[config.mk]
export PLATFORM = sky130hd
export DESIGN_NAME = tcu_dot_top
export DESIGN_NICKNAME = d
export VERILOG_FILES = /design/src/rtl/tcu_apb_pkg.sv /design/src/rtl/tcu_fmt_pkg.sv /design/src/rtl/tcu_prep_if.sv /design/src/rtl/tcu_issue_if.sv /design/src/rtl/tcu_dot_top.sv /design/src/rtl/tcu_apb_regs.sv /design/src/rtl/tcu_dot_reduce.sv /design/src/rtl/tcu_slice_mul.sv /design/src/rtl/tcu_operand_prep.sv
export VERILOG_INCLUDE_DIRS = /design/src /design/src/include
export SDC_FILE = /design/constraint.sdc
export NUM_CORES = 2
export LEC_CHECK = 0
export BUFFER_PORTS_ARGS = -buffer_cell sky130_fd_sc_hd__buf_4
export CORE_MARGIN = 4
export CORE_UTILIZATION = 37
export DETAILED_ROUTE_END_ITERATION = 16
export PLACE_DENSITY = 0.5
export SYNTH_ARGS = -nofsm -noshare
export SYNTH_HDL_FRONTEND = slang
export SYNTH_SLANG_ARGS = --single-unit
[constraint.sdc]
create_clock -name clk -period 11.27 [get_ports clk]
set_input_delay 2.8175 -clock clk [delete_from_list [all_inputs] [get_ports clk]]
set_output_delay 2.8175 -clock clk [all_outputs]
set_load 0.1 [all_outputs]
[src/include/tcu_defines.svh]
`ifndef TCU_DEFINES_SVH
`define TCU_DEFINES_SVH

// Operand vector shape
`define TCU_N_WORDS 2
`define TCU_N_SLICES (2 * `TCU_N_WORDS)

// APB bus
`define TCU_ADDR_W 8
`define TCU_DATA_W 32

// Signed partial per 16-bit slice
`define TCU_PART_W 18

`endif
[src/rtl/tcu_apb_pkg.sv]
package tcu_apb_pkg;

    // Byte addresses of the register map
    typedef enum logic [7:0] {
        REG_CTRL   = 8'h00,
        REG_A0     = 8'h04,
        REG_A1     = 8'h08,
        REG_B0     = 8'h0C,
        REG_B1     = 8'h10,
        REG_C      = 8'h14,
        REG_RESULT = 8'h18,
        REG_STATUS = 8'h1C
    } tcu_reg_e;

    typedef enum logic [1:0] {
        ST_IDLE   = 2'd0,
        ST_ACCESS = 2'd1,
        ST_DRAIN  = 2'd2
    } tcu_apb_state_e;

endpackage

[src/rtl/tcu_fmt_pkg.sv]
package tcu_fmt_pkg;

    // Integer element formats held in CTRL[1:0]
    typedef enum logic [1:0] {
        FMT_I8 = 2'd0,
        FMT_U8 = 2'd1,
        FMT_I4 = 2'd2,
        FMT_U4 = 2'd3
    } tcu_fmt_e;

    localparam int BYTE_W   = 8;
    localparam int NIBBLE_W = 4;

    function automatic logic fmt_signed(tcu_fmt_e fmt);
        return (fmt == FMT_I8) || (fmt == FMT_I4);
    endfunction

    function automatic logic fmt_nibble(tcu_fmt_e fmt);
        return (fmt == FMT_I4) || (fmt == FMT_U4);
    endfunction

endpackage

[src/rtl/tcu_prep_if.sv]
`timescale 1ns/1ps

`include "tcu_defines.svh"

interface tcu_prep_if;

    // Four slots per slice with 8-bit magnitudes for byte formats
    logic                                valid;
    tcu_fmt_pkg::tcu_fmt_e               fmt;
    logic [4*`TCU_N_SLICES-1:0][7:0]     mag_a;
    logic [4*`TCU_N_SLICES-1:0][7:0]     mag_b;
    logic [4*`TCU_N_SLICES-1:0]          neg;
    logic [`TCU_DATA_W-1:0]              c;

    modport src (
        output valid, fmt, mag_a, mag_b, neg, c
    );

    modport dst (
        input valid, fmt, mag_a, mag_b, neg, c
    );

endinterface

[src/rtl/tcu_issue_if.sv]
`timescale 1ns/1ps

`include "tcu_defines.svh"

interface tcu_issue_if;

    logic                                     valid;
    tcu_fmt_pkg::tcu_fmt_e                    fmt;
    logic [`TCU_N_WORDS-1:0][`TCU_DATA_W-1:0] a;
    logic [`TCU_N_WORDS-1:0][`TCU_DATA_W-1:0] b;
    logic [`TCU_DATA_W-1:0]                   c;

    modport src (
        output valid, fmt, a, b, c
    );

    modport dst (
        input valid, fmt, a, b, c
    );

endinterface

[src/rtl/tcu_dot_top.sv]
`timescale 1ns/1ps

`include "tcu_defines.svh"

module tcu_dot_top (
    input  logic                   clk,
    input  logic                   rst_n,
    input  logic                   psel,
    input  logic                   penable,
    input  logic                   pwrite,
    input  logic [`TCU_ADDR_W-1:0] paddr,
    input  logic [`TCU_DATA_W-1:0] pwdata,
    output logic [`TCU_DATA_W-1:0] prdata,
    output logic                   pready,
    output logic                   pslverr
);

    logic                                     part_valid;
    logic [`TCU_N_SLICES-1:0][`TCU_PART_W-1:0] part;
    logic [`TCU_DATA_W-1:0]                   part_c;
    logic                                     res_valid;
    logic [`TCU_DATA_W-1:0]                   res;

    tcu_issue_if issue_if ();
    tcu_prep_if  prep_if ();

    tcu_apb_regs u_regs (
        .clk       (clk),
        .rst_n     (rst_n),
        .psel      (psel),
        .penable   (penable),
        .pwrite    (pwrite),
        .paddr     (paddr),
        .pwdata    (pwdata),
        .prdata    (prdata),
        .pready    (pready),
        .pslverr   (pslverr),
        .issue     (issue_if.src),
        .res_valid (res_valid),
        .res       (res)
    );

    tcu_operand_prep u_prep (
        .clk   (clk),
        .rst_n (rst_n),
        .issue (issue_if.dst),
        .prep  (prep_if.src)
    );

    tcu_slice_mul u_mul (
        .clk        (clk),
        .rst_n      (rst_n),
        .prep       (prep_if.dst),
        .part_valid (part_valid),
        .part       (part),
        .part_c     (part_c)
    );

    tcu_dot_reduce u_reduce (
        .clk        (clk),
        .rst_n      (rst_n),
        .part_valid (part_valid),
        .part       (part),
        .part_c     (part_c),
        .res_valid  (res_valid),
        .res        (res)
    );

endmodule

[src/rtl/tcu_apb_regs.sv]
`timescale 1ns/1ps

`include "tcu_defines.svh"

module tcu_apb_regs (
    input  logic                   clk,
    input  logic                   rst_n,
    input  logic                   psel,
    input  logic                   penable,
    input  logic                   pwrite,
    input  logic [`TCU_ADDR_W-1:0] paddr,
    input  logic [`TCU_DATA_W-1:0] pwdata,
    output logic [`TCU_DATA_W-1:0] prdata,
    output logic                   pready,
    output logic                   pslverr,
    tcu_issue_if.src               issue,
    input  logic                   res_valid,
    input  logic [`TCU_DATA_W-1:0] res
);

    tcu_apb_pkg::tcu_apb_state_e              state_q, state_d;
    tcu_apb_pkg::tcu_reg_e                    reg_addr;
    tcu_fmt_pkg::tcu_fmt_e                    fmt_q;
    logic [`TCU_N_WORDS-1:0][`TCU_DATA_W-1:0] a_q, b_q;
    logic [`TCU_DATA_W-1:0]                   c_q, result_q, rdata;
    logic [7:0]                               done_q;
    logic [1:0]                               inflight_q;
    logic                                     busy, rd_result, addr_err, xfer, wr_ok, start;

    assign reg_addr  = tcu_apb_pkg::tcu_reg_e'(paddr);
    assign busy      = (inflight_q != 2'd0);
    assign rd_result = !pwrite && (reg_addr == tcu_apb_pkg::REG_RESULT);

    always_comb begin
        rdata    = '0;
        addr_err = 1'b0;
        case (reg_addr)
            tcu_apb_pkg::REG_CTRL:   rdata = {30'd0, fmt_q};
            tcu_apb_pkg::REG_A0:     rdata = a_q[0];
            tcu_apb_pkg::REG_A1:     rdata = a_q[1];
            tcu_apb_pkg::REG_B0:     rdata = b_q[0];
            tcu_apb_pkg::REG_B1:     rdata = b_q[1];
            tcu_apb_pkg::REG_C:      rdata = c_q;
            tcu_apb_pkg::REG_RESULT: begin
                rdata    = result_q;
                addr_err = pwrite;
            end
            tcu_apb_pkg::REG_STATUS: begin
                rdata    = {23'd0, busy, done_q};
                addr_err = pwrite;
            end
            default:                 addr_err = 1'b1;
        endcase
    end

    // RESULT reads wait until every operation in flight has retired
    always_comb begin
        case (state_q)
            tcu_apb_pkg::ST_ACCESS: pready = !(rd_result && busy);
            tcu_apb_pkg::ST_DRAIN:  pready = !busy;
            default:                pready = 1'b0;
        endcase
    end

    assign xfer    = psel && penable && pready;
    assign wr_ok   = xfer && pwrite && !addr_err;
    assign pslverr = xfer && addr_err;
    assign prdata  = (xfer && !pwrite) ? rdata : '0;
    assign start   = wr_ok && (reg_addr == tcu_apb_pkg::REG_CTRL) && pwdata[8];

    always_comb begin
        state_d = state_q;
        case (state_q)
            tcu_apb_pkg::ST_IDLE: begin
                if (psel && !penable) state_d = tcu_apb_pkg::ST_ACCESS;
            end
            tcu_apb_pkg::ST_ACCESS: begin
                if (!psel) state_d = tcu_apb_pkg::ST_IDLE;
                else if (penable) state_d = pready ? tcu_apb_pkg::ST_IDLE : tcu_apb_pkg::ST_DRAIN;
            end
            tcu_apb_pkg::ST_DRAIN: begin
                if (!psel || pready) state_d = tcu_apb_pkg::ST_IDLE;
            end
            default: state_d = tcu_apb_pkg::ST_IDLE;
        endcase
    end

    // Operand words are already stored when the start write lands
    assign issue.valid = start;
    assign issue.fmt   = tcu_fmt_pkg::tcu_fmt_e'(pwdata[1:0]);
    assign issue.a     = a_q;
    assign issue.b     = b_q;
    assign issue.c     = c_q;

    always_ff @(posedge clk) begin
        if (!rst_n) begin
            state_q    <= tcu_apb_pkg::ST_IDLE;
            fmt_q      <= tcu_fmt_pkg::FMT_I8;
            a_q        <= '0;
            b_q        <= '0;
            c_q        <= '0;
            result_q   <= '0;
            done_q     <= '0;
            inflight_q <= '0;
        end else begin
            state_q    <= state_d;
            inflight_q <= inflight_q + 2'(start) - 2'(res_valid);
            if (res_valid) begin
                result_q <= res;
                done_q   <= done_q + 8'd1;
            end
            if (wr_ok) begin
                case (reg_addr)
                    tcu_apb_pkg::REG_CTRL: fmt_q  <= tcu_fmt_pkg::tcu_fmt_e'(pwdata[1:0]);
                    tcu_apb_pkg::REG_A0:   a_q[0] <= pwdata;
                    tcu_apb_pkg::REG_A1:   a_q[1] <= pwdata;
                    tcu_apb_pkg::REG_B0:   b_q[0] <= pwdata;
                    tcu_apb_pkg::REG_B1:   b_q[1] <= pwdata;
                    tcu_apb_pkg::REG_C:    c_q    <= pwdata;
                    default: ;
                endcase
            end
        end
    end

endmodule

[src/rtl/tcu_dot_reduce.sv]
`timescale 1ns/1ps

`include "tcu_defines.svh"

module tcu_dot_reduce (
    input  logic                                     clk,
    input  logic                                     rst_n,
    input  logic                                     part_valid,
    input  logic [`TCU_N_SLICES-1:0][`TCU_PART_W-1:0] part,
    input  logic [`TCU_DATA_W-1:0]                   part_c,
    output logic                                     res_valid,
    output logic [`TCU_DATA_W-1:0]                   res
);

    logic [`TCU_DATA_W-1:0] sum_d;

    // Wraps modulo 2^32
    always_comb begin
        sum_d = part_c;
        for (int s = 0; s < `TCU_N_SLICES; s++) begin
            sum_d = sum_d + `TCU_DATA_W'($signed(part[s]));
        end
    end

    always_ff @(posedge clk) begin
        if (!rst_n) begin
            res_valid <= 1'b0;
        end else begin
            res_valid <= part_valid;
        end
    end

    always_ff @(posedge clk) begin
        res <= sum_d;
    end

endmodule

[src/rtl/tcu_slice_mul.sv]
`timescale 1ns/1ps

`include "tcu_defines.svh"

module tcu_slice_mul (
    input  logic                                     clk,
    input  logic                                     rst_n,
    tcu_prep_if.dst                                  prep,
    output logic                                     part_valid,
    output logic [`TCU_N_SLICES-1:0][`TCU_PART_W-1:0] part,
    output logic [`TCU_DATA_W-1:0]                   part_c
);

    logic [`TCU_N_SLICES-1:0][`TCU_PART_W-1:0] part_d;
    logic                                     is_signed;

    assign is_signed = tcu_fmt_pkg::fmt_signed(prep.fmt);

    for (genvar s = 0; s < `TCU_N_SLICES; s++) begin : g_slice
        logic [1:0][15:0]        p8;
        logic [1:0][16:0]        sp8;
        logic [3:0][7:0]         p4;
        logic [3:0][9:0]         sp4;
        logic [16:0]             sum8;
        logic [9:0]              sum4;
        logic [`TCU_PART_W-1:0]  merged;

        // Two byte products per slice
        for (genvar j = 0; j < 2; j++) begin : g_i8
            logic [15:0] sgn8;
            assign p8[j]  = prep.mag_a[s*4+j] * prep.mag_b[s*4+j];
            assign sgn8   = prep.neg[s*4+j] ? -p8[j] : p8[j];
            assign sp8[j] = is_signed ? {sgn8[15], sgn8} : {1'b0, p8[j]};
        end

        // Four nibble products per slice
        for (genvar j = 0; j < 4; j++) begin : g_i4
            logic [7:0] sgn4;
            assign p4[j]  = prep.mag_a[s*4+j][3:0] * prep.mag_b[s*4+j][3:0];
            assign sgn4   = prep.neg[s*4+j] ? -p4[j] : p4[j];
            assign sp4[j] = is_signed ? {{2{sgn4[7]}}, sgn4} : {2'd0, p4[j]};
        end

        assign sum8 = sp8[0] + sp8[1];
        assign sum4 = sp4[0] + sp4[1] + sp4[2] + sp4[3];

        always_comb begin
            case (prep.fmt)
                tcu_fmt_pkg::FMT_I8: merged = `TCU_PART_W'($signed(sum8));
                tcu_fmt_pkg::FMT_U8: merged = `TCU_PART_W'(sum8);
                tcu_fmt_pkg::FMT_I4: merged = `TCU_PART_W'($signed(sum4));
                default:             merged = `TCU_PART_W'(sum4);
            endcase
        end

        assign part_d[s] = merged;
    end

    always_ff @(posedge clk) begin
        if (!rst_n) begin
            part_valid <= 1'b0;
        end else begin
            part_valid <= prep.valid;
        end
    end

    always_ff @(posedge clk) begin
        part   <= part_d;
        part_c <= prep.c;
    end

endmodule

[src/rtl/tcu_operand_prep.sv]
`timescale 1ns/1ps

`include "tcu_defines.svh"

module tcu_operand_prep (
    input  logic     clk,
    input  logic     rst_n,
    tcu_issue_if.dst issue,
    tcu_prep_if.src  prep
);

    localparam int N_SLOTS = 4 * `TCU_N_SLICES;
    localparam int BW      = tcu_fmt_pkg::BYTE_W;
    localparam int NW      = tcu_fmt_pkg::NIBBLE_W;

    logic [N_SLOTS-1:0][7:0] mag_a_d;
    logic [N_SLOTS-1:0][7:0] mag_b_d;
    logic [N_SLOTS-1:0]      neg_d;
    logic                    is_signed;
    logic                    is_nibble;

    assign is_signed = tcu_fmt_pkg::fmt_signed(issue.fmt);
    assign is_nibble = tcu_fmt_pkg::fmt_nibble(issue.fmt);

    for (genvar s = 0; s < `TCU_N_SLICES; s++) begin : g_slice
        for (genvar j = 0; j < 4; j++) begin : g_slot
            // Byte lanes repeat in slots 2 and 3 and are masked off below
            localparam int BOFF = (s % 2) * 16 + (j % 2) * BW;
            localparam int NOFF = (s % 2) * 16 + j * NW;
            logic [BW-1:0] ea8, eb8, abs_a8, abs_b8;
            logic [NW-1:0] ea4, eb4, abs_a4, abs_b4;

            assign ea8 = issue.a[s / 2][BOFF +: BW];
            assign eb8 = issue.b[s / 2][BOFF +: BW];
            assign ea4 = issue.a[s / 2][NOFF +: NW];
            assign eb4 = issue.b[s / 2][NOFF +: NW];

            assign abs_a8 = (is_signed && ea8[BW-1]) ? -ea8 : ea8;
            assign abs_b8 = (is_signed && eb8[BW-1]) ? -eb8 : eb8;
            assign abs_a4 = (is_signed && ea4[NW-1]) ? -ea4 : ea4;
            assign abs_b4 = (is_signed && eb4[NW-1]) ? -eb4 : eb4;

            assign mag_a_d[s*4+j] = is_nibble ? {4'd0, abs_a4} : (j < 2) ? abs_a8 : 8'd0;
            assign mag_b_d[s*4+j] = is_nibble ? {4'd0, abs_b4} : (j < 2) ? abs_b8 : 8'd0;
            assign neg_d[s*4+j]   = is_nibble ? is_signed && (ea4[NW-1] ^ eb4[NW-1])
                                              : (j < 2) && is_signed && (ea8[BW-1] ^ eb8[BW-1]);
        end
    end

    always_ff @(posedge clk) begin
        if (!rst_n) begin
            prep.valid <= 1'b0;
            prep.fmt   <= tcu_fmt_pkg::FMT_I8;
        end else begin
            prep.valid <= issue.valid;
            prep.fmt   <= issue.fmt;
        end
    end

    always_ff @(posedge clk) begin
        prep.mag_a <= mag_a_d;
        prep.mag_b <= mag_b_d;
        prep.neg   <= neg_d;
        prep.c     <= issue.c;
    end

endmodule

==> out/qor.txt <==
DR DRC count = 0
xor/xnor share of the synthesized area = 8.58%
DRT Pass-1 Iters = 6
Setup Skew = 0.0346 ns
Seq/Total Area, Yosys = 20.1%
Core Area = 157000 µm²
Peak VDD IR = 0.000109 V
cts-stage hold buffer count = 0
Post-Synth Adder-Cell Area = 31.8%
Initial Utilization = 37.4%
DIE HEIGHT = 406 µm
Crit-path slowest cell = or4_1
period utilization = 85.1%
Top FF cell, synth = dfxtp_1
Least-Margin Pin Slew = 1.23 ns
clk root buf = clkbuf_16
drt wl/cell = 19.1 µm
share of cells above drive strength 1 = 4.50%
main combinational cell family by area after synthesis = adder cells
top cells by area, synth = dfxtp_1, fa_1, ha_1
TritonCTS clock tree = done
drt initial violations = 2915
worst hold path class = reg -> reg
Critical Path AT = 6.78 ns
die span in x = 406 µm
post-synth top area share = 20.1%
number of H-tree levels = 3
post-synthesis mux area share = 1.22%
post-route cell area = 63800 µm²
HPWL Detailed = 138 mm
dominant cell type by area after synthesis = dfxtp_1
post-synthesis register bit count = 587
CP max stage delay = 0.78 ns
fmax = 104 MHz
clock latency on the worst-skew pair = 0.67 ns
Mapped Cells = 6789
power density over the cells = 76.6 nW/µm²
run status = complete, no violations
asr flop ratio synth = 0%
final-report setup violation count = 0
leakage = 30.6 nW
Final TNS setup = 0 ns
Synth Warn # = 0
post-CTS resize count = 0
Layout area overhead = 8.90%
CTS max path bufs = 3
Synth cell types = 85
Final Max Slew Viols = 0
CTS Buf Count = 70
crit path cell chain = buf_4 > or4_1 > nor4_4 > buf_4 > a21boi_1 > o21ai_1 > nor3_1 > nand2b_1 > buf_4 > a31oi_1 > buf_4
initial antenna violation count = 14
Post-Syn Area = 58600 µm²
ANT nets after route = 0
critical path class = in -> out
routability cong. = 0.877
RSZ-0062 raised after global routing = no
Hold Fails Final Rpt = 0
placed inst area = 61300 µm²
maxcap violations = 0
EDFF count, synth = 0
final core utilization = 40.7%
WL final = 170 mm
# rows = 145
vias in the first global route = 45400
I/O pin cnt = 79
most common cell type on the critical path = buf_4
Setup Buffers After CTS = 0
grt ovf = 0
vias post-DR = 45600
Final Power = 4.89 mW
Slew headroom = 17.8%
die area = 165000 µm²
post-synthesis simple-gate area fraction = 17.8%
Via density = 5.13
crit path max fanout = 33
Post-synth top cells = nand2_1, inv_1, ha_1
Port Buffers = 78
largest net degree at the start of global routing = 109
Reg clk slew, reported paths = 0.06 ns
clock sink count = 587
Post-Syn Nets = 8012
nets = 7990
top-count cell post-synth = nand2_1
min Tclk post-route = 9.59 ns
complex-gate fraction of the synthesized area = 14.2%
CP required = 8.45 ns
Tot GR Track Use = 20.7%
critical path capture point type = primary output
first-pass GRT wire length = 266 mm
crit start category = input pin
Avg Cell Area, Syn = 8.63 µm²
==> flip-flops by register name (all words and copies together) (netlist names) <==
| name | flops |
|---|---|
| u_regs.result_q | 32 |
| u_prep.prep.mag_b | 96 |
| u_mul.part_valid | 1 |
| u_regs.issue.b | 64 |
| u_mul.part_c | 32 |
| u_regs.inflight_q | 2 |
| u_regs.done_q | 8 |
| u_regs.state_q | 2 |
| u_prep.prep.c | 32 |
| u_regs.issue.a | 64 |
| u_mul.part | 72 |
| u_prep.prep.neg | 16 |
| u_regs.fmt_q | 2 |
| u_prep.prep.valid | 1 |
| u_reduce.res | 32 |
| u_reduce.res_valid | 1 |
| u_prep.prep.fmt | 2 |
| u_prep.prep.mag_a | 96 |
| u_regs.issue.c | 32 |
==> stage by stage <==
step / hold WS [ns] / std cells / setup slack (ns)
2_1_floorplan: 0.310 / 6789 / 2.60
3_3_place_gp: 0.311 / 8753 / 1.86
3_5_place_dp: 0.312 / 8753 / 1.82
4_1_cts: 0.325 / 8878 / 1.80
5_1_grt: 0.333 / 8878 / 1.58
6_report: 0.325 / 8883 / 1.68
==> area by class of cell <==
| cell class | instances | area [µm²] |
|---|---|---|
| Sequential cell | 587 | 11800 |
| Antenna cell | 5 | 12.5 |
| Timing Repair Buffer | 112 | 845 |
| Clock inverter | 36 | 509 |
| Tap cell | 2058 | 2570 |
| Multi-Input combinational cell | 5211 | 43200 |
| Fill cell | 15900 | 92900 |
| Inverter | 785 | 2950 |
| Clock buffer | 89 | 1980 |
==> critical path: cells and delay by family <==
kind	cells	cell delay (ns)
compound gates	3	0.73
buf+inv	4	1.39
simple gates	4	1.79
==> report_power, final <==
group          internal, mW  switching [mW]
clock network          1.49           0.996
logic                 0.101           0.169
registers              2.11          0.0283
==> path summary, 6_finish.rpt <==
check / start / end / depth (start not counted) / slack (ns)
min: u_prep.prep.c[14] / u_mul.part_c[14] / 0 / 0.33
max: paddr[2] / prdata[15] / 11 / 1.68
min reg2reg: u_prep.prep.c[14] / u_mul.part_c[14] / 0 / 0.33
max reg2reg: u_prep.prep.mag_a[104] / u_mul.part[70] / 25 / 3.76
==> layout by cell type, fill, tap and decap left out, drive strengths merged, types with 89 or more instances in the layout <==
| cell type | netlist | routed |
|---|---|---|
| o21ai | 244 | 244 |
| clkbuf | 177 | 89 |
| xor2 | 161 | 161 |
| ha | 658 | 658 |
| fa | 520 | 520 |
| a21o | 103 | 103 |
| dfxtp | 587 | 587 |
| buf | 29 | 112 |
| inv | 784 | 788 |
| nand2 | 786 | 786 |
| nor2 | 326 | 326 |
| a21oi | 347 | 347 |
| xnor2 | 409 | 409 |
| and2 | 478 | 478 |
| nor3 | 99 | 99 |
| a21boi | 167 | 167 |
| nor2b | 93 | 93 |
| a22oi | 90 | 90 |
==> routing by layer <==
metal | GRT usage (%) | part of all wire (%)
met1 | 30.2 | 49
met2 | 32.5 | 44
met3 | 3.20 | 5.1
met4 | 3.47 | 1.5
met5 | 0 | 0.012
==> logic make-up (layout without fill, tap and decap cells) <==
| group | count (synthesis) | after routing |
|---|---|---|
| AND/OR/NAND/NOR | 2109 | 2109 |
| AO/OA/AOI/OAI | 1284 | 1284 |
| adder cells (fa/ha/maj) | 1178 | 1178 |
| buffers and inverters | 991 | 1022 |
| flip-flops | 587 | 587 |
| XOR/XNOR | 571 | 571 |
| multiplexers | 69 | 69 |
| other | 0 | 5 |
Note: power is estimated with default switching activity, not from simulation.
